$ cat src/include/gpio_cfg.svh
`ifndef GPIO_CFG_SVH
`define GPIO_CFG_SVH

`define GPIO_PAD_NUM        32
`define GPIO_APB_ADDR_WIDTH 12   // 4 KB slave window
`define GPIO_DATA_WIDTH     32

// Word indices, matched against PADDR[6:2]
`define GPIO_REG_PADDIR      5'd0
`define GPIO_REG_GPIOEN      5'd1
`define GPIO_REG_PADIN       5'd2
`define GPIO_REG_PADOUT      5'd3
`define GPIO_REG_PADOUTSET   5'd4
`define GPIO_REG_PADOUTCLR   5'd5
`define GPIO_REG_INTEN       5'd6
`define GPIO_REG_INTTYPE_LO  5'd7   // Pads 0 to 15
`define GPIO_REG_INTTYPE_HI  5'd8   // Pads 16 to 31
`define GPIO_REG_INTSTATUS   5'd9

`endif

$ cat src/logic/gpio_pkg.sv
`default_nettype none

`include "gpio_cfg.svh"

package gpio_pkg;

    typedef logic [`GPIO_PAD_NUM-1:0] pad_vec_t;

    typedef enum logic [1:0] {
        INT_FALL = 2'b00,
        INT_RISE = 2'b01,
        INT_BOTH = 2'b10,
        INT_NONE = 2'b11
    } int_type_e;

    typedef int_type_e [`GPIO_PAD_NUM-1:0] int_type_vec_t;   // Two bits per pad

    typedef logic [4:0] reg_idx_t;

endpackage

`default_nettype wire

$ cat src/logic/gpio_irq_if.sv
`timescale 1ns/1ps
`default_nettype none

interface gpio_irq_if
    import gpio_pkg::*;
();

    pad_vec_t      inten;
    pad_vec_t      gpio_en;
    int_type_vec_t int_type;
    logic          status_clr;   // Strobe during INTSTATUS read access
    pad_vec_t      status;

    modport regs (
        output inten,
        output gpio_en,
        output int_type,
        output status_clr,
        input  status
    );

    modport irq (
        input  inten,
        input  gpio_en,
        input  int_type,
        input  status_clr,
        output status
    );

endinterface

`default_nettype wire

$ cat src/logic/apb_gpio.sv
`timescale 1ns/1ps
`default_nettype none

`include "gpio_cfg.svh"

module apb_gpio
    import gpio_pkg::*;
(
    input  logic                            HCLK,
    input  logic                            HRESETn,

    input  logic [`GPIO_APB_ADDR_WIDTH-1:0] PADDR,
    input  logic [`GPIO_DATA_WIDTH-1:0]     PWDATA,
    input  logic                            PWRITE,
    input  logic                            PSEL,
    input  logic                            PENABLE,
    output logic [`GPIO_DATA_WIDTH-1:0]     PRDATA,
    output logic                            PREADY,
    output logic                            PSLVERR,

    input  pad_vec_t                        gpio_in,
    output pad_vec_t                        gpio_in_sync,
    output pad_vec_t                        gpio_out,
    output pad_vec_t                        gpio_dir,
    output logic                            interrupt
);

    pad_vec_t sync_in;
    pad_vec_t prev_in;

    gpio_irq_if irq_bus ();

    gpio_input_sync gpio_input_sync_inst (
        .HCLK    (HCLK),
        .HRESETn (HRESETn),
        .gpio_in (gpio_in),
        .sync_in (sync_in),
        .prev_in (prev_in)
    );

    gpio_irq_unit gpio_irq_unit_inst (
        .HCLK      (HCLK),
        .HRESETn   (HRESETn),
        .sync_in   (sync_in),
        .prev_in   (prev_in),
        .irq       (irq_bus.irq),
        .interrupt (interrupt)
    );

    gpio_apb_regs gpio_apb_regs_inst (
        .HCLK     (HCLK),
        .HRESETn  (HRESETn),
        .PADDR    (PADDR),
        .PWDATA   (PWDATA),
        .PWRITE   (PWRITE),
        .PSEL     (PSEL),
        .PENABLE  (PENABLE),
        .PRDATA   (PRDATA),
        .padin    (prev_in),   // PADIN is the oldest sample
        .gpio_out (gpio_out),
        .gpio_dir (gpio_dir),
        .irq      (irq_bus.regs)
    );

    assign gpio_in_sync = sync_in;

    // Zero wait states, never an error
    assign PREADY  = 1'b1;
    assign PSLVERR = 1'b0;

endmodule

`default_nettype wire

$ cat src/logic/gpio_apb_regs.sv
`timescale 1ns/1ps
`default_nettype none

`include "gpio_cfg.svh"

module gpio_apb_regs
    import gpio_pkg::*;
(
    input  logic                            HCLK,
    input  logic                            HRESETn,
    input  logic [`GPIO_APB_ADDR_WIDTH-1:0] PADDR,
    input  logic [`GPIO_DATA_WIDTH-1:0]     PWDATA,
    input  logic                            PWRITE,
    input  logic                            PSEL,
    input  logic                            PENABLE,
    output logic [`GPIO_DATA_WIDTH-1:0]     PRDATA,
    input  pad_vec_t                        padin,
    output pad_vec_t                        gpio_out,
    output pad_vec_t                        gpio_dir,
    gpio_irq_if.regs                        irq
);

    localparam int HALF = `GPIO_PAD_NUM / 2;

    reg_idx_t      reg_idx;
    logic          apb_write;
    logic          apb_read;

    pad_vec_t      dir_q;
    pad_vec_t      en_q;
    pad_vec_t      out_q;
    pad_vec_t      inten_q;
    int_type_vec_t int_type_q;

    assign reg_idx   = PADDR[6:2];
    assign apb_write = PSEL & PENABLE & PWRITE;   // Access phase only
    assign apb_read  = PSEL & PENABLE & ~PWRITE;

    always_ff @(posedge HCLK or negedge HRESETn)
    begin
        if (!HRESETn)
        begin
            dir_q   <= '0;
            en_q    <= '0;
            out_q   <= '0;
            inten_q <= '0;
            for (int i = 0; i < `GPIO_PAD_NUM; i++)
                int_type_q[i] <= INT_FALL;
        end
        else if (apb_write)
        begin
            case (reg_idx)
                `GPIO_REG_PADDIR:
                    dir_q <= PWDATA;
                `GPIO_REG_GPIOEN:
                    en_q <= PWDATA;
                `GPIO_REG_PADOUT:
                    out_q <= PWDATA;
                `GPIO_REG_PADOUTSET:
                    out_q <= out_q | PWDATA;
                `GPIO_REG_PADOUTCLR:
                    out_q <= out_q & ~PWDATA;   // Ones in the data clear pads
                `GPIO_REG_INTEN:
                    inten_q <= PWDATA;
                `GPIO_REG_INTTYPE_LO:
                begin
                    for (int i = 0; i < HALF; i++)
                        int_type_q[i] <= int_type_e'(PWDATA[2*i +: 2]);
                end
                `GPIO_REG_INTTYPE_HI:
                begin
                    for (int i = 0; i < HALF; i++)
                        int_type_q[i+HALF] <= int_type_e'(PWDATA[2*i +: 2]);
                end
                default:
                    ;   // PADIN and INTSTATUS are read only
            endcase
        end
    end

    always_comb
    begin
        PRDATA = '0;
        if (apb_read)
        begin
            case (reg_idx)
                `GPIO_REG_PADDIR:
                    PRDATA = dir_q;
                `GPIO_REG_GPIOEN:
                    PRDATA = en_q;
                `GPIO_REG_PADIN:
                    PRDATA = padin;
                `GPIO_REG_PADOUT:
                    PRDATA = out_q;
                `GPIO_REG_INTEN:
                    PRDATA = inten_q;
                `GPIO_REG_INTTYPE_LO:
                begin
                    for (int i = 0; i < HALF; i++)
                        PRDATA[2*i +: 2] = int_type_q[i];
                end
                `GPIO_REG_INTTYPE_HI:
                begin
                    for (int i = 0; i < HALF; i++)
                        PRDATA[2*i +: 2] = int_type_q[i+HALF];
                end
                `GPIO_REG_INTSTATUS:
                    PRDATA = irq.status;
                default:
                    PRDATA = '0;   // Set/clear and unmapped words
            endcase
        end
    end

    // Status is cleared at the edge that ends this read
    assign irq.status_clr = apb_read && (reg_idx == `GPIO_REG_INTSTATUS);

    assign irq.inten    = inten_q;
    assign irq.gpio_en  = en_q;
    assign irq.int_type = int_type_q;

    assign gpio_out = out_q;
    assign gpio_dir = dir_q;

endmodule

`default_nettype wire

$ cat src/logic/gpio_input_sync.sv
`timescale 1ns/1ps
`default_nettype none

module gpio_input_sync
    import gpio_pkg::*;
(
    input  logic     HCLK,
    input  logic     HRESETn,
    input  pad_vec_t gpio_in,
    output pad_vec_t sync_in,
    output pad_vec_t prev_in
);

    pad_vec_t sync0_q;
    pad_vec_t sync1_q;
    pad_vec_t prev_q;

    always_ff @(posedge HCLK or negedge HRESETn)
    begin
        if (!HRESETn)
        begin
            sync0_q <= '0;
            sync1_q <= '0;
            prev_q  <= '0;
        end
        else
        begin
            sync0_q <= gpio_in;   // Metastability stage
            sync1_q <= sync0_q;
            prev_q  <= sync1_q;   // One sample older, for edges
        end
    end

    assign sync_in = sync1_q;
    assign prev_in = prev_q;

endmodule

`default_nettype wire

$ cat src/logic/gpio_irq_unit.sv
`timescale 1ns/1ps
`default_nettype none

`include "gpio_cfg.svh"

module gpio_irq_unit
    import gpio_pkg::*;
(
    input  logic     HCLK,
    input  logic     HRESETn,
    input  pad_vec_t sync_in,
    input  pad_vec_t prev_in,
    gpio_irq_if.irq  irq,
    output logic     interrupt
);

    pad_vec_t rise;
    pad_vec_t fall;
    pad_vec_t type_hit;
    pad_vec_t event_vec;
    pad_vec_t status_q;

    assign rise = sync_in & ~prev_in;
    assign fall = ~sync_in & prev_in;

    always_comb
    begin
        for (int i = 0; i < `GPIO_PAD_NUM; i++)
        begin
            case (irq.int_type[i])
                INT_FALL: type_hit[i] = fall[i];
                INT_RISE: type_hit[i] = rise[i];
                INT_BOTH: type_hit[i] = rise[i] | fall[i];
                default:  type_hit[i] = 1'b0;   // INT_NONE
            endcase
        end
    end

    assign event_vec = type_hit & irq.inten & irq.gpio_en;
    assign interrupt = |event_vec;

    // New events take priority over a clear-on-read
    always_ff @(posedge HCLK or negedge HRESETn)
    begin
        if (!HRESETn)
            status_q <= '0;
        else if (interrupt)
            status_q <= status_q | event_vec;
        else if (irq.status_clr)
            status_q <= '0;
    end

    assign irq.status = status_q;

endmodule

`default_nettype wire

$ cat config.mk
export PLATFORM = sky130hd
export DESIGN_NAME = apb_gpio
export DESIGN_NICKNAME = d
export VERILOG_FILES = /design/src/logic/gpio_pkg.sv /design/src/logic/gpio_irq_if.sv /design/src/logic/apb_gpio.sv /design/src/logic/gpio_apb_regs.sv /design/src/logic/gpio_input_sync.sv /design/src/logic/gpio_irq_unit.sv
export VERILOG_INCLUDE_DIRS = /design/src /design/src/include
export SDC_FILE = /design/constraint.sdc
export NUM_CORES = 1
export LEC_CHECK = 0
export BUFFER_PORTS_ARGS = -buffer_cell sky130_fd_sc_hd__buf_2
export CORE_ASPECT_RATIO = 1.1
export CORE_MARGIN = 5
export CORE_UTILIZATION = 40
export CTS_CLUSTER_SIZE = 25
export DETAILED_ROUTE_END_ITERATION = 10
export GPL_TIMING_DRIVEN = 0
export PLACE_DENSITY = 0.63
export SETUP_SLACK_MARGIN = 0.15
export SYNTH_ARGS = -nofsm -noshare
export SYNTH_HDL_FRONTEND = slang
export SYNTH_SLANG_ARGS = --single-unit
export TNS_END_PERCENT = 5
$ cat constraint.sdc
create_clock -name HCLK -period 2.5 [get_ports HCLK]
set_input_delay 0 -clock HCLK [delete_from_list [all_inputs] [get_ports HCLK]]
set_output_delay 0 -clock HCLK [all_outputs]
set_load 0.01 [all_outputs]
==> summary.txt, run 1 <==
Outcome: finished, violations left
Failing checks: negative setup slack
# setup viols final: 1
DRT antenna net count: 0
NumNets Final: 1603
Cells on worst reg2reg path: 10
Most frequent cell after synthesis: dfrtp_1
Most used DFF post-synth: dfrtp_1
Utilization after layout: 51.3%
Final hold vios: 0
Worst-Margin Slew: 1.15 ns
Post-synth EDFFs: 0
Async set-reset flop share out of synthesis: 100%
Initial antenna violation count: 0
Met2 Use GR: 39.2%
Leak: 8.94 nW
Yosys top cell area share: 55.5%
DR vias: 11100
Final setup margin: -0.146 ns
Largest area contributor in the netlist: dfrtp_1
CP peak stage delay: 0.40 ns
Cell row count: 73
Worst rel slew slack: 23.4%
R2R Setup Slk: 0.03 ns
Share of layout cells above drive strength 1: 29.4%
GRT Max-Usage Layer: met2
Worst-path clk slew: 0.05 ns
Highest clock rate: 378 MHz
Skew-Pair Late Insertion Delay: 0.53 ns
Register area share after synthesis: 55.5%
DR vias/cell: 5.61
Clk sink count: 320
MaxCap Viol Count: 0
Root buffer cell: clkbuf_16
Most frequent CP cell: nand4_1
Worst Path Buf+Inv: 2
CTS tree: done
Unrepaired setup endpoints after global routing: yes
Dpl hpwl: 33.4 mm
Register bit count reported by yosys: 320
Chip height: 209 µm
TritonCTS buffer count: 37
# IOs: 212
Crit start category: flip-flop
Synth top area cells: dfrtp_1, mux2_1, ha_1, mux2_2, inv_1
Total GRT Usage: 23.5%
Max-slew violations: 0
DR WL/cell: 23.9 µm
Hold WS: 0.0338 ns
Setup crit end kind: primary output
Die width: 191 µm
Worst Path Arrival: 2.65 ns
Buffers added on ports: 201
Post-route minimum period: 2.65 ns
Pre-CTS WS: -0.320 ns
R2r endpoint: gpio_irq_unit_inst.irq.status[30]
Drt total wl: 47.2 mm
Synth Instances: 1145
Router iterations before antenna repair: 6
Family with the most delay on the worst path: simple AND/OR/NAND/NOR gates
Global-route wire length before repair: 71.4 mm
Die Area: 40000 µm²
Hold Path Class: input pin to async pin
Vias in the first global route: 11500
Synthesized cell area: 14400 µm²
Commonest cells post-synth: dfrtp_1, mux2_1, inv_1
Critical-path top delay cell: dfrtp_1
Largest net degree at the start of global routing: 121
Area grow syn2layout: 27.6%
M1 GR Usage: 31.2%
Setup TNS: -0.146 ns
Initial core utilization: 40.2%
CP Cell Sequence: inv_1 > ha_2 > mux2_4 > o2111ai_4 > nand4_1 > nor4_4 > nand4_1 > buf_2
Critical path class: flip-flop to primary output
Clock Skew: 0.0177 ns
Ys Warns: 0
Post-route clock period utilization: 106%
Core area: 35900 µm²
Synth unique cells: 41
Starting DRC count in detailed routing: 1037
Met3 Resource Use GR: 3.98%
Avg Cell Area, Syn: 12.6 µm²
Syn_nets: 1290
Power per cell area: 699 nW/µm²
GRT overflow: 0
Total power: 0.0129 W
Clock Path Buffers: 3
Routability-driven placement congestion ratio: 0.876
Critical Path RT: 2.50 ns
H-tree levels: 2
# DRC: 0
Reg-to-Reg Start: gpio_input_sync_inst.sync_in[6]
Peak VDD IR: 0.594 mV
Worst Path Max Fanout: 3
==> where the power goes <==
group	switching (W)	leakage, nW	total [W]	internal, W
clock network	0.00215	0.597	0.00538	0.00323
registers	0.000492	4.04	0.00614	0.00565
logic	0.000724	4.31	0.00135	0.000626
==> metal layers <==
metal | wire length, µm | share of wire (%)
met1 | 19500 | 41
met2 | 22900 | 49
met3 | 3300 | 7.0
met4 | 1550 | 3.3
met5 | 0 | 0
==> how the worst max path moves through the flow <==
stage | from | cells after the start | endpoint | slack (ns)
floorplan | gpio_input_sync_inst.sync_in[26] | 10 | gpio_irq_unit_inst.irq.status[30] | 0.35
global placement | HRESETn | 1 | gpio_input_sync_inst.prev_in[1] | -4.85
detailed placement | gpio_input_sync_inst.sync_in[6] | 10 | gpio_irq_unit_inst.irq.status[30] | -0.32
CTS | gpio_input_sync_inst.sync_in[6] | 8 | interrupt | -0.16
global route | gpio_input_sync_inst.sync_in[6] | 8 | interrupt | -0.19
finish | gpio_input_sync_inst.sync_in[6] | 8 | interrupt | -0.15
==> stage by stage <==
step,instances,area (µm²)
after global routing,1972,18400
after floorplan,1145,14400
after global placement,1833,16000
after detailed placement,1835,16100
final,1973,18400
after CTS,1969,18300
==> cell type report <==
type | instances | area, µm²
diodes | 1 | 2.50
multi-input cells | 666 | 6130
repair buffers | 274 | 1770
clock buffers | 59 | 1140
fillers | 3147 | 17500
flip-flops and latches | 320 | 8010
clock inverters | 7 | 63.8
inverters | 97 | 364
well taps | 487 | 609
plain buffers | 62 | 323
==> what timing repair did <==
item	in CTS	in global routing
hold buffers	65	0
setup buffers	3	3
endpoints found under the setup margin	34	51
gates resized for setup	55	32
hold endpoints to repair	311	0
pin swaps	12	6
==> cells by family (layout without fill, tap and decap cells) <==
family | after synthesis | count (layout) | share of synthesized area (%)
other cells | 2 | 3 | 0.0520
simple gates | 94 | 94 | 3.23
mux | 224 | 224 | 17.2
buf+inv | 159 | 499 | 4.52
compound gates | 282 | 282 | 13.9
fa+ha+maj | 64 | 64 | 5.55
flops | 320 | 320 | 55.5
==> cell usage in the layout, fill, tap and decap left out, types with 4 or more instances in the layout <==
master,Yosys,routed
mux2_4,2,5
ha_1,64,62
buf_1,4,4
nand2_1,49,47
clkinv_2,0,5
a222oi_1,32,32
clkbuf_1,38,42
nand4_1,9,9
buf_4,3,8
mux2_1,117,111
o2111ai_2,7,13
clkbuf_8,0,9
mux2_2,71,74
buf_2,14,214
o2111a_1,4,4
dfrtp_1,320,318
a21oi_1,50,33
a31oi_1,5,5
nor2_1,14,14
a221oi_1,32,32
clkbuf_16,0,39
o22ai_1,23,23
o2111ai_1,21,4
o211ai_1,32,32
mux2i_1,34,34
dlygate4sd3_1,0,65
inv_1,97,96
a21oi_2,6,23
clkbuf_2,0,7
o21ai_0,68,68
o2111ai_4,0,11
==> registers in the layout (all words and copies together), names as in the netlist <==
register / count
gpio_apb_regs_inst.irq.gpio_en: 32
gpio_apb_regs_inst.irq.int_type: 64
gpio_input_sync_inst.sync_in: 32
gpio_apb_regs_inst.irq.inten: 32
gpio_input_sync_inst.prev_in: 32
gpio_apb_regs_inst.gpio_dir: 32
gpio_irq_unit_inst.irq.status: 32
gpio_apb_regs_inst.gpio_out: 32
gpio_input_sync_inst.sync0_q: 32
Note: power is estimated with default switching activity, not from simulation.
==> run 2: changes to the inputs <==
--- a/config.mk
+++ b/config.mk
@@ -17,5 +17,6 @@
 export SETUP_SLACK_MARGIN = 0.15
 export SYNTH_ARGS = -nofsm -noshare
 export SYNTH_HDL_FRONTEND = slang
+export SYNTH_HIERARCHICAL = 1
 export SYNTH_SLANG_ARGS = --single-unit
 export TNS_END_PERCENT = 5
==> run 2 against run 1 <==
The flow still finishes with violations (negative setup slack). Routed wire length is 7.4% higher. Worst hold slack better by 0.052 ns. Global-route usage rose by 0.16 points. Utilization down 0.86 points. Via count rose by 4.1%. Count of clock-buffer cells in the layout is 10 lower. Worst setup slack improved by 0.019 ns. Sequential share of layout area fell by 1.7 points.
==> summary.txt, run 2 <==
Outcome: finished, violations left
Failing checks: negative setup slack
Pre-CTS WS: -0.518 ns (-0.198 ns)
Hold path start: PWRITE
Clk sink count: 320 (unchanged)
Initial core utilization: 40.3% (+0.12 points)
Critical Path RT: 2.50 ns (about the same)
DR vias: 11500 (+4.1%)
Setup TNS: -0.186 ns (-0.0406 ns)
Synthesized cell area: 15300 µm² (+6.2%)
Multi-input gate area: 6570 µm² (+7.1%)
Leak: 9.39 nW (+5.0%)
Cells on worst reg2reg path: 9 (-1)
Cell row count: 75 (+2.7%)
Buffers added on ports: 202 (+0.50%)
Worst rel slew slack: 24.3% (+0.80 points)
Commonest non-fill, non-tap cell in the layout: dfrtp_1
Register bit count reported by yosys: 320 (unchanged)
Diodes inserted: 0 (-1)
Utilization after layout: 50.4% (-0.86 points)
Unrepaired setup endpoints after global routing: yes
Final Instance Area: 19200 µm² (+4.1%)
Largest area contributor in the netlist: dfrtp_1
Post-route clock period utilization: 105% (-0.77 points)
Clock Path Buffers: 3 (unchanged)
Skew-Pair Late Insertion Delay: 0.53 ns (about the same)
Share of layout cells above drive strength 1: 33.9% (+4.5 points)
Core area: 38000 µm² (+5.9%)
DR vias/cell: 5.55 (-1.1%)
R2R Setup Slk: 0.01 ns (-0.02 ns)
Global-route wire length before repair: 75.9 mm (+6.3%)
Root buffer cell: clkbuf_16
Worst Path Arrival: 2.63 ns (-0.02 ns)
Area grow syn2layout: 25.1%
Most used DFF post-synth: dfrtp_1
Highest clock rate: 381 MHz (+0.73%)
FF/Latch Area: 8010 µm² (about the same)
NumNets Final: 1698 (+5.9%)
Syn_nets: 1383 (+7.2%)
Commonest cells post-synth: dfrtp_1, inv_1, mux2_2
# IOs: 212 (unchanged)
# DRC: 0 (unchanged)
Critical path startpoint: gpio_input_sync_inst/sync_in[15]
DP Cell Count: 1942 (+5.8%)
Crit path to: interrupt
Largest net degree at the start of global routing: 110 (-9.1%)
R2r endpoint: gpio_irq_unit_inst/irq.status[23]
Clock Skew: 0.0159 ns (-0.00180 ns)
Post-synth EDFFs: 0 (unchanged)
TritonCTS buffer count: 37 (unchanged)
Starting DRC count in detailed routing: 794 (-23%)
Most frequent cells in the layout: dfrtp_1, buf_2, inv_1, mux2_2, mux2i_1
Dpl hpwl: 35.8 mm (+7.2%)
Final setup margin: -0.126 ns (+0.0193 ns)
Worst-path clk slew: 0.06 ns (about the same)
Final hold vios: 0 (unchanged)
Largest register FFs: 64 (unchanged)
Vias in the first global route: 12100 (+5.7%)
Synth top area cells: dfrtp_1, mux2_2, ha_1, mux2i_1, mux4_2
Peak VDD IR: 0.600 mV (+0.92%)
Crit start category: flip-flop
Total GRT Usage: 23.7% (+0.16 points)
MaxCap Viol Count: 0 (unchanged)
Ys Warns: 6 (+6)
Router iterations before antenna repair: 5 (-1)
Chip height: 215 µm (+2.9%)
Worst-Margin Slew: 1.14 ns (-0.0121 ns)
Critical path class: flip-flop to primary output
DR WL/cell: 24.4 µm (+2.0%)
GRT overflow: 0 (unchanged)
# setup viols final: 7 (+6)
Most frequent cell after synthesis: dfrtp_1
Non-filler instance count after layout: 2078 (+5.3%)
Power per cell area: 701 nW/µm² (+0.28%)
Die Area: 42300 µm² (+5.9%)
Async set-reset flop share out of synthesis: 100% (unchanged)
Synth unique cells: 47 (+15%)
Initial antenna violation count: 0 (unchanged)
H-tree levels: 2 (unchanged)
Routability-driven placement congestion ratio: 0.907 (+3.5%)
DP Area: 17000 µm² (+5.7%)
Synth Instances: 1238 (+8.1%)
Hold Path Class: input pin to flip-flop
Register area share after synthesis: 52.2% (-3.2 points)
Max-slew violations: 0 (unchanged)
Drt total wl: 50.7 mm (+7.4%)
CTS tree: done
Die width: 197 µm (+2.9%)
Avg Cell Area, Syn: 12.4 µm² (-1.8%)
Worst Path Max Fanout: 4 (+1)
Reg-to-Reg Start: gpio_input_sync_inst/prev_in[2]
Post-route minimum period: 2.63 ns (-0.0193 ns)
Yosys top cell area share: 52.2% (-3.2 points)
Layout fillers: 3400 (+8.0%)
DRT antenna net count: 0 (unchanged)
Setup crit end kind: primary output
[run 2: how the worst min path moves through the flow]
| stage | to | slack (ns) | depth (start not counted) |
|---|---|---|---|
| global placement | gpio_input_sync_inst/sync0_q[2] | 0.11 | 1 |
| detailed placement | gpio_input_sync_inst/sync0_q[18] | 0.11 | 1 |
| global route | gpio_input_sync_inst/sync0_q[9] | 0.1 | 2 |
| floorplan | gpio_apb_regs_inst/gpio_dir[0] | -0.30 | 0 |
| finish | gpio_irq_unit_inst/irq.status[20] | 0.09 | 5 |
| CTS | gpio_apb_regs_inst/gpio_out[13] | 0.06 | 5 |
[run 2: cell type report]
type	count	share of cell area, %
timing repair buffer	276	9.31
inverter	148	2.90
sequential	320	41.8
clock buffer	49	5.55
tap	500	3.26
multi-input combinational	707	34.3
buffer	63	1.87
clock inverter	15	1.08
[run 2: power breakdown]
group	internal [W]	switching [W]
logic	0.000823	0.000847
registers	0.00564	0.000482
clock network	0.00350	0.00214
[run 2: through the flow]
stage / total power [W] / hold WS, ns
after floorplan: 0.00694 / -0.296
after global placement: 0.00768 / 0.107
after detailed placement: 0.00776 / 0.109
after CTS: 0.0136 / 0.0650
after global routing: 0.0140 / 0.0983
final: 0.0134 / 0.0858
[run 2: timing repair]
action / CTS / global route
buffers inserted: 7 / 0
setup endpoints to repair: 33 / 33
resized for setup: 24 / 7
hold buffers: 65 / 0
pin swaps: 14 / 5
cloned: 0 / 0
hold endpoints to repair: 331 / 0
[run 2: logic make-up (layout without fill, tap and decap cells)]
logic type                 after synthesis  after routing  share of synthesized area, %
and+or+nand+nor                        140            140                          4.60
other                                    2              2                        0.0490
adders and majority gates               64             64                          5.22
AOI/OAI and AO/OA                      239            239                          10.3
muxes                                  262            262                          21.7
DFF                                    320            320                          52.2
buffers and inverters                  211            551                          5.88
[run 2: layer usage]
layer  wire length [µm]  GRT usage (%)
met1              20500           30.6
met2              24400           39.3
met3               3650           4.59
met4               2120           9.59
met5                  0              0
[run 2: worst max-delay path, cell delays in order (launching register included)]
cell and delay (ns):
dfrtp_1 0.44, ha_1 0.30, mux2i_1 0.07, o2111ai_2 0.27
nand4_1 0.25, nor4_4 0.40, buf_6 0.16, nand2_4 0.06
buf_6 0.13
==> run 3: changes to the inputs <==
--- a/config.mk
+++ b/config.mk
@@ -6,6 +6,8 @@
 export SDC_FILE = /design/constraint.sdc
 export NUM_CORES = 1
 export LEC_CHECK = 0
+export ABC_AREA = 1
+export ABC_CLOCK_PERIOD_IN_PS = 2500
 export BUFFER_PORTS_ARGS = -buffer_cell sky130_fd_sc_hd__buf_2
 export CORE_ASPECT_RATIO = 1.1
 export CORE_MARGIN = 5
==> run 3 against run 2 <==
The run now ends clean. Sequential cell count is the same. Critical path type is now input pin to primary output. Critical endpoint is now PRDATA[22]. First-iteration DRC count grew 120%. Largest power group unchanged. Non-clock buffer count grew 42.
==> summary.txt, run 3 <==
DP Cell Count: 2730 (+41%)
Initial core utilization: 40.6% (+0.25 points)
Clock Skew: 0.0135 ns (-0.00242 ns)
Power share of the sequential group: 45.9% (+0.3 points)
Most frequent cells in the layout: nand2_1, dfrtp_1, buf_2, inv_1, o21ai_0
Final Instance Area: 19700 µm² (+2.8%)
CP Cell Sequence: buf_2 > nor2_8 > nand2_4 > nor2_2 > buf_2 > nand2_1 > nand2_1 > nor2_1 > a21oi_1 > buf_2
Synthesized cell area: 15900 µm² (+4.0%)
Switching power: 0.00388 W (+12%)
MaxCap Viol Count: 0 (unchanged)
DR vias: 15600 (+35%)
R2R Setup Slk: 0.34 ns (+0.33 ns)
Worst-Margin Slew: 1.10 ns (-0.0343 ns)
Outcome: completed
Register bit count reported by yosys: 320 (unchanged)
R2r endpoint: gpio_irq_unit_inst/irq.status[4]
Critical path class: input pin to primary output
End of the worst hold path: gpio_input_sync_inst/sync0_q[6]
TritonCTS buffer count: 38 (+2.7%)
# setup viols final: 0 (-7)
Worst-path clk slew: 0.06 ns (about the same)
Most used DFF post-synth: dfrtp_1
Max-slew violations: 0 (unchanged)
Setup crit end kind: primary output
Synth top area cells: dfrtp_1, nand2_1, o21ai_0, nand4_1, ha_1
Die width: 200 µm (+1.9%)
Combinational Power Share: 12.9% (+0.5 points)
Synth unique cells: 24 (-49%)
Post-route minimum period: 2.33 ns (-0.301 ns)
Worst Path Max Fanout: 10 (+6)
Synth Instances: 2018 (+63%)
Router iterations before antenna repair: 6 (+1)
Most frequent CP cell: buf_2
DR WL/cell: 22.1 µm (-9.6%)
Power per cell area: 685 nW/µm² (-2.3%)
Area grow syn2layout: 23.7%
GRT overflow: 0 (unchanged)
Total power: 0.0135 W (+0.47%)
Hold path start: gpio_in[6]
Commonest non-fill, non-tap cell in the layout: nand2_1
Cells on worst reg2reg path: 13 (+4)
Non-filler instance count after layout: 2870 (+38%)
# DRC: 0 (unchanged)
Largest register FFs: 64 (unchanged)
Critical-path top delay cell: nor2_2
Post-synth EDFFs: 0 (unchanged)
Vias in the first global route: 15100 (+25%)
Die Area: 43900 µm² (+3.8%)
Critical Path RT: 2.50 ns (about the same)
Clk sink count: 320 (unchanged)
Async set-reset flop share out of synthesis: 100% (unchanged)
NumNets Final: 2483 (+46%)
Cell count of the worst hold path: 2 (-3)
DRT antenna net count: 0 (unchanged)
Peak VDD IR: 0.498 mV (-17%)
Initial antenna violation count: 1 (+1)
Buffers added on ports: 202 (unchanged)
Starting DRC count in detailed routing: 1712 (+120%)
Switching Share: 28.7% (+2.9 points)
CTS tree: done
DR vias/cell: 5.43 (-2.2%)
Clock Path Buffers: 3 (unchanged)
Commonest cells post-synth: nand2_1, dfrtp_1, inv_1
Crit start category: input pin
Largest area contributor in the netlist: dfrtp_1
Syn_nets: 2163 (+56%)
Skew-Pair Late Insertion Delay: 0.55 ns (+0.02 ns)
Total GRT Usage: 28.4% (+4.7 points)
Avg Cell Area, Syn: 7.90 µm² (-36%)
Clock Power Share: 41.1% (-0.9 points)
Chip height: 219 µm (+1.9%)
Cell row count: 76 (+1.3%)
Internal: 0.00962 W (-3.5%)
H-tree levels: 2 (unchanged)
# IOs: 212 (unchanged)
Reg-to-Reg Start: gpio_input_sync_inst/sync_in[0]
Root buffer cell: clkbuf_16
Worst rel slew slack: 26.5% (+2.3 points)
Share of layout cells above drive strength 1: 15.5% (-18 points)
Dpl hpwl: 44.7 mm (+25%)
Utilization after layout: 50.2% (-0.26 points)
Post-route clock period utilization: 93.0% (-12 points)
Drt total wl: 63.3 mm (+25%)
Highest clock rate: 430 MHz (+13%)
DP Area: 17700 µm² (+3.8%)
Leak: 10.5 nW (+12%)
Ys Warns: 6 (unchanged)
Yosys top cell area share: 50.3% (-2.0 points)
Hold WS: 0.0864 ns (+0.000585 ns)
Routability-driven placement congestion ratio: 0.982 (+8.3%)
Largest net degree at the start of global routing: 119 (+8.2%)
Global-route wire length before repair: 94.5 mm (+24%)
CP peak stage delay: 0.63 ns (+0.19 ns)
Most frequent cell after synthesis: nand2_1
Worst Path Arrival: 2.33 ns (-0.30 ns)
Unrepaired setup endpoints after global routing: yes
Hold Path Class: input pin to flip-flop
Core area: 39300 µm² (+3.3%)
Register area share after synthesis: 50.3% (-2.0 points)
Final hold vios: 0 (unchanged)
## run 3: how the worst max path moves through the flow
stage	from	slack [ns]	end
2_1_floorplan	gpio_input_sync_inst/sync_in[8]	0.85	gpio_irq_unit_inst/irq.status[11]
3_3_place_gp	HRESETn	-4.98	gpio_input_sync_inst/sync0_q[31]
3_5_place_dp	PADDR[6]	0.24	PRDATA[22]
4_1_cts	gpio_input_sync_inst/sync_in[0]	0.17	interrupt
5_1_grt	gpio_input_sync_inst/prev_in[4]	0.12	interrupt
6_report	PADDR[6]	0.17	PRDATA[22]
## run 3: cells by family (layout without fill, tap and decap cells)
kind of cell	after synthesis	in the layout	share of synthesized area (%)
adders and majority gates	64	64	5.03
and+or+nand+nor	1050	1050	28.3
other	2	3	0.0471
buffers and inverters	306	650	7.74
DFF	320	320	50.3
AOI/OAI and AO/OA	276	276	8.67
## run 3: layout make-up
type                       instances  area, µm²
antenna                            1       2.50
buffer                           101        473
clock buffer                      55       1160
clock inverter                     9       82.6
fill                            3785      19600
inverter                         205        769
multi-input combinational       1392       6740
sequential                       320       8010
tap                              507        634
timing repair buffer             280       1840
## run 3: what timing repair did
action / in CTS / in global routing
setup endpoints to repair: 1 / 1
pin swaps: 5 / 9
hold buffers: 66 / 0
setup buffers: 4 / 5
resized for setup: 10 / 10
hold endpoints to repair: 465 / 0
## run 3: layer usage
layer	track usage [%]	vias up	share of wire, %
met4	12.8	0	4.7
li1	-	7110	-
met5	0	-	0
met2	45.4	768	45
met3	6.81	164	9.5
met1	37.0	7541	41
## run 3: through the flow
stage | setup TNS, ns | setup WS (ns)
after floorplan | 0 | 0.850
after global routing | 0 | 0.123
after detailed placement | 0 | 0.235
after global placement | -1579.93 | -4.98
after CTS | 0 | 0.171
final | 0 | 0.174
## run 3: critical path: cells and delay by family
family                 cells  cell delay [ns]
AOI/OAI and AO/OA          1             0.26
and+or+nand+nor            6             1.24
buffers and inverters      3             0.80
## run 3: power groups by stage
stage	Combinational [W]	Clock [W]	Sequential [W]
after floorplan	0.000847	0	0.00615
after global placement	0.00155	0	0.00625
after detailed placement	0.00161	0	0.00627
after CTS	0.00172	0.00564	0.00618
after global routing	0.00195	0.00585	0.00625
final	0.00175	0.00555	0.00620
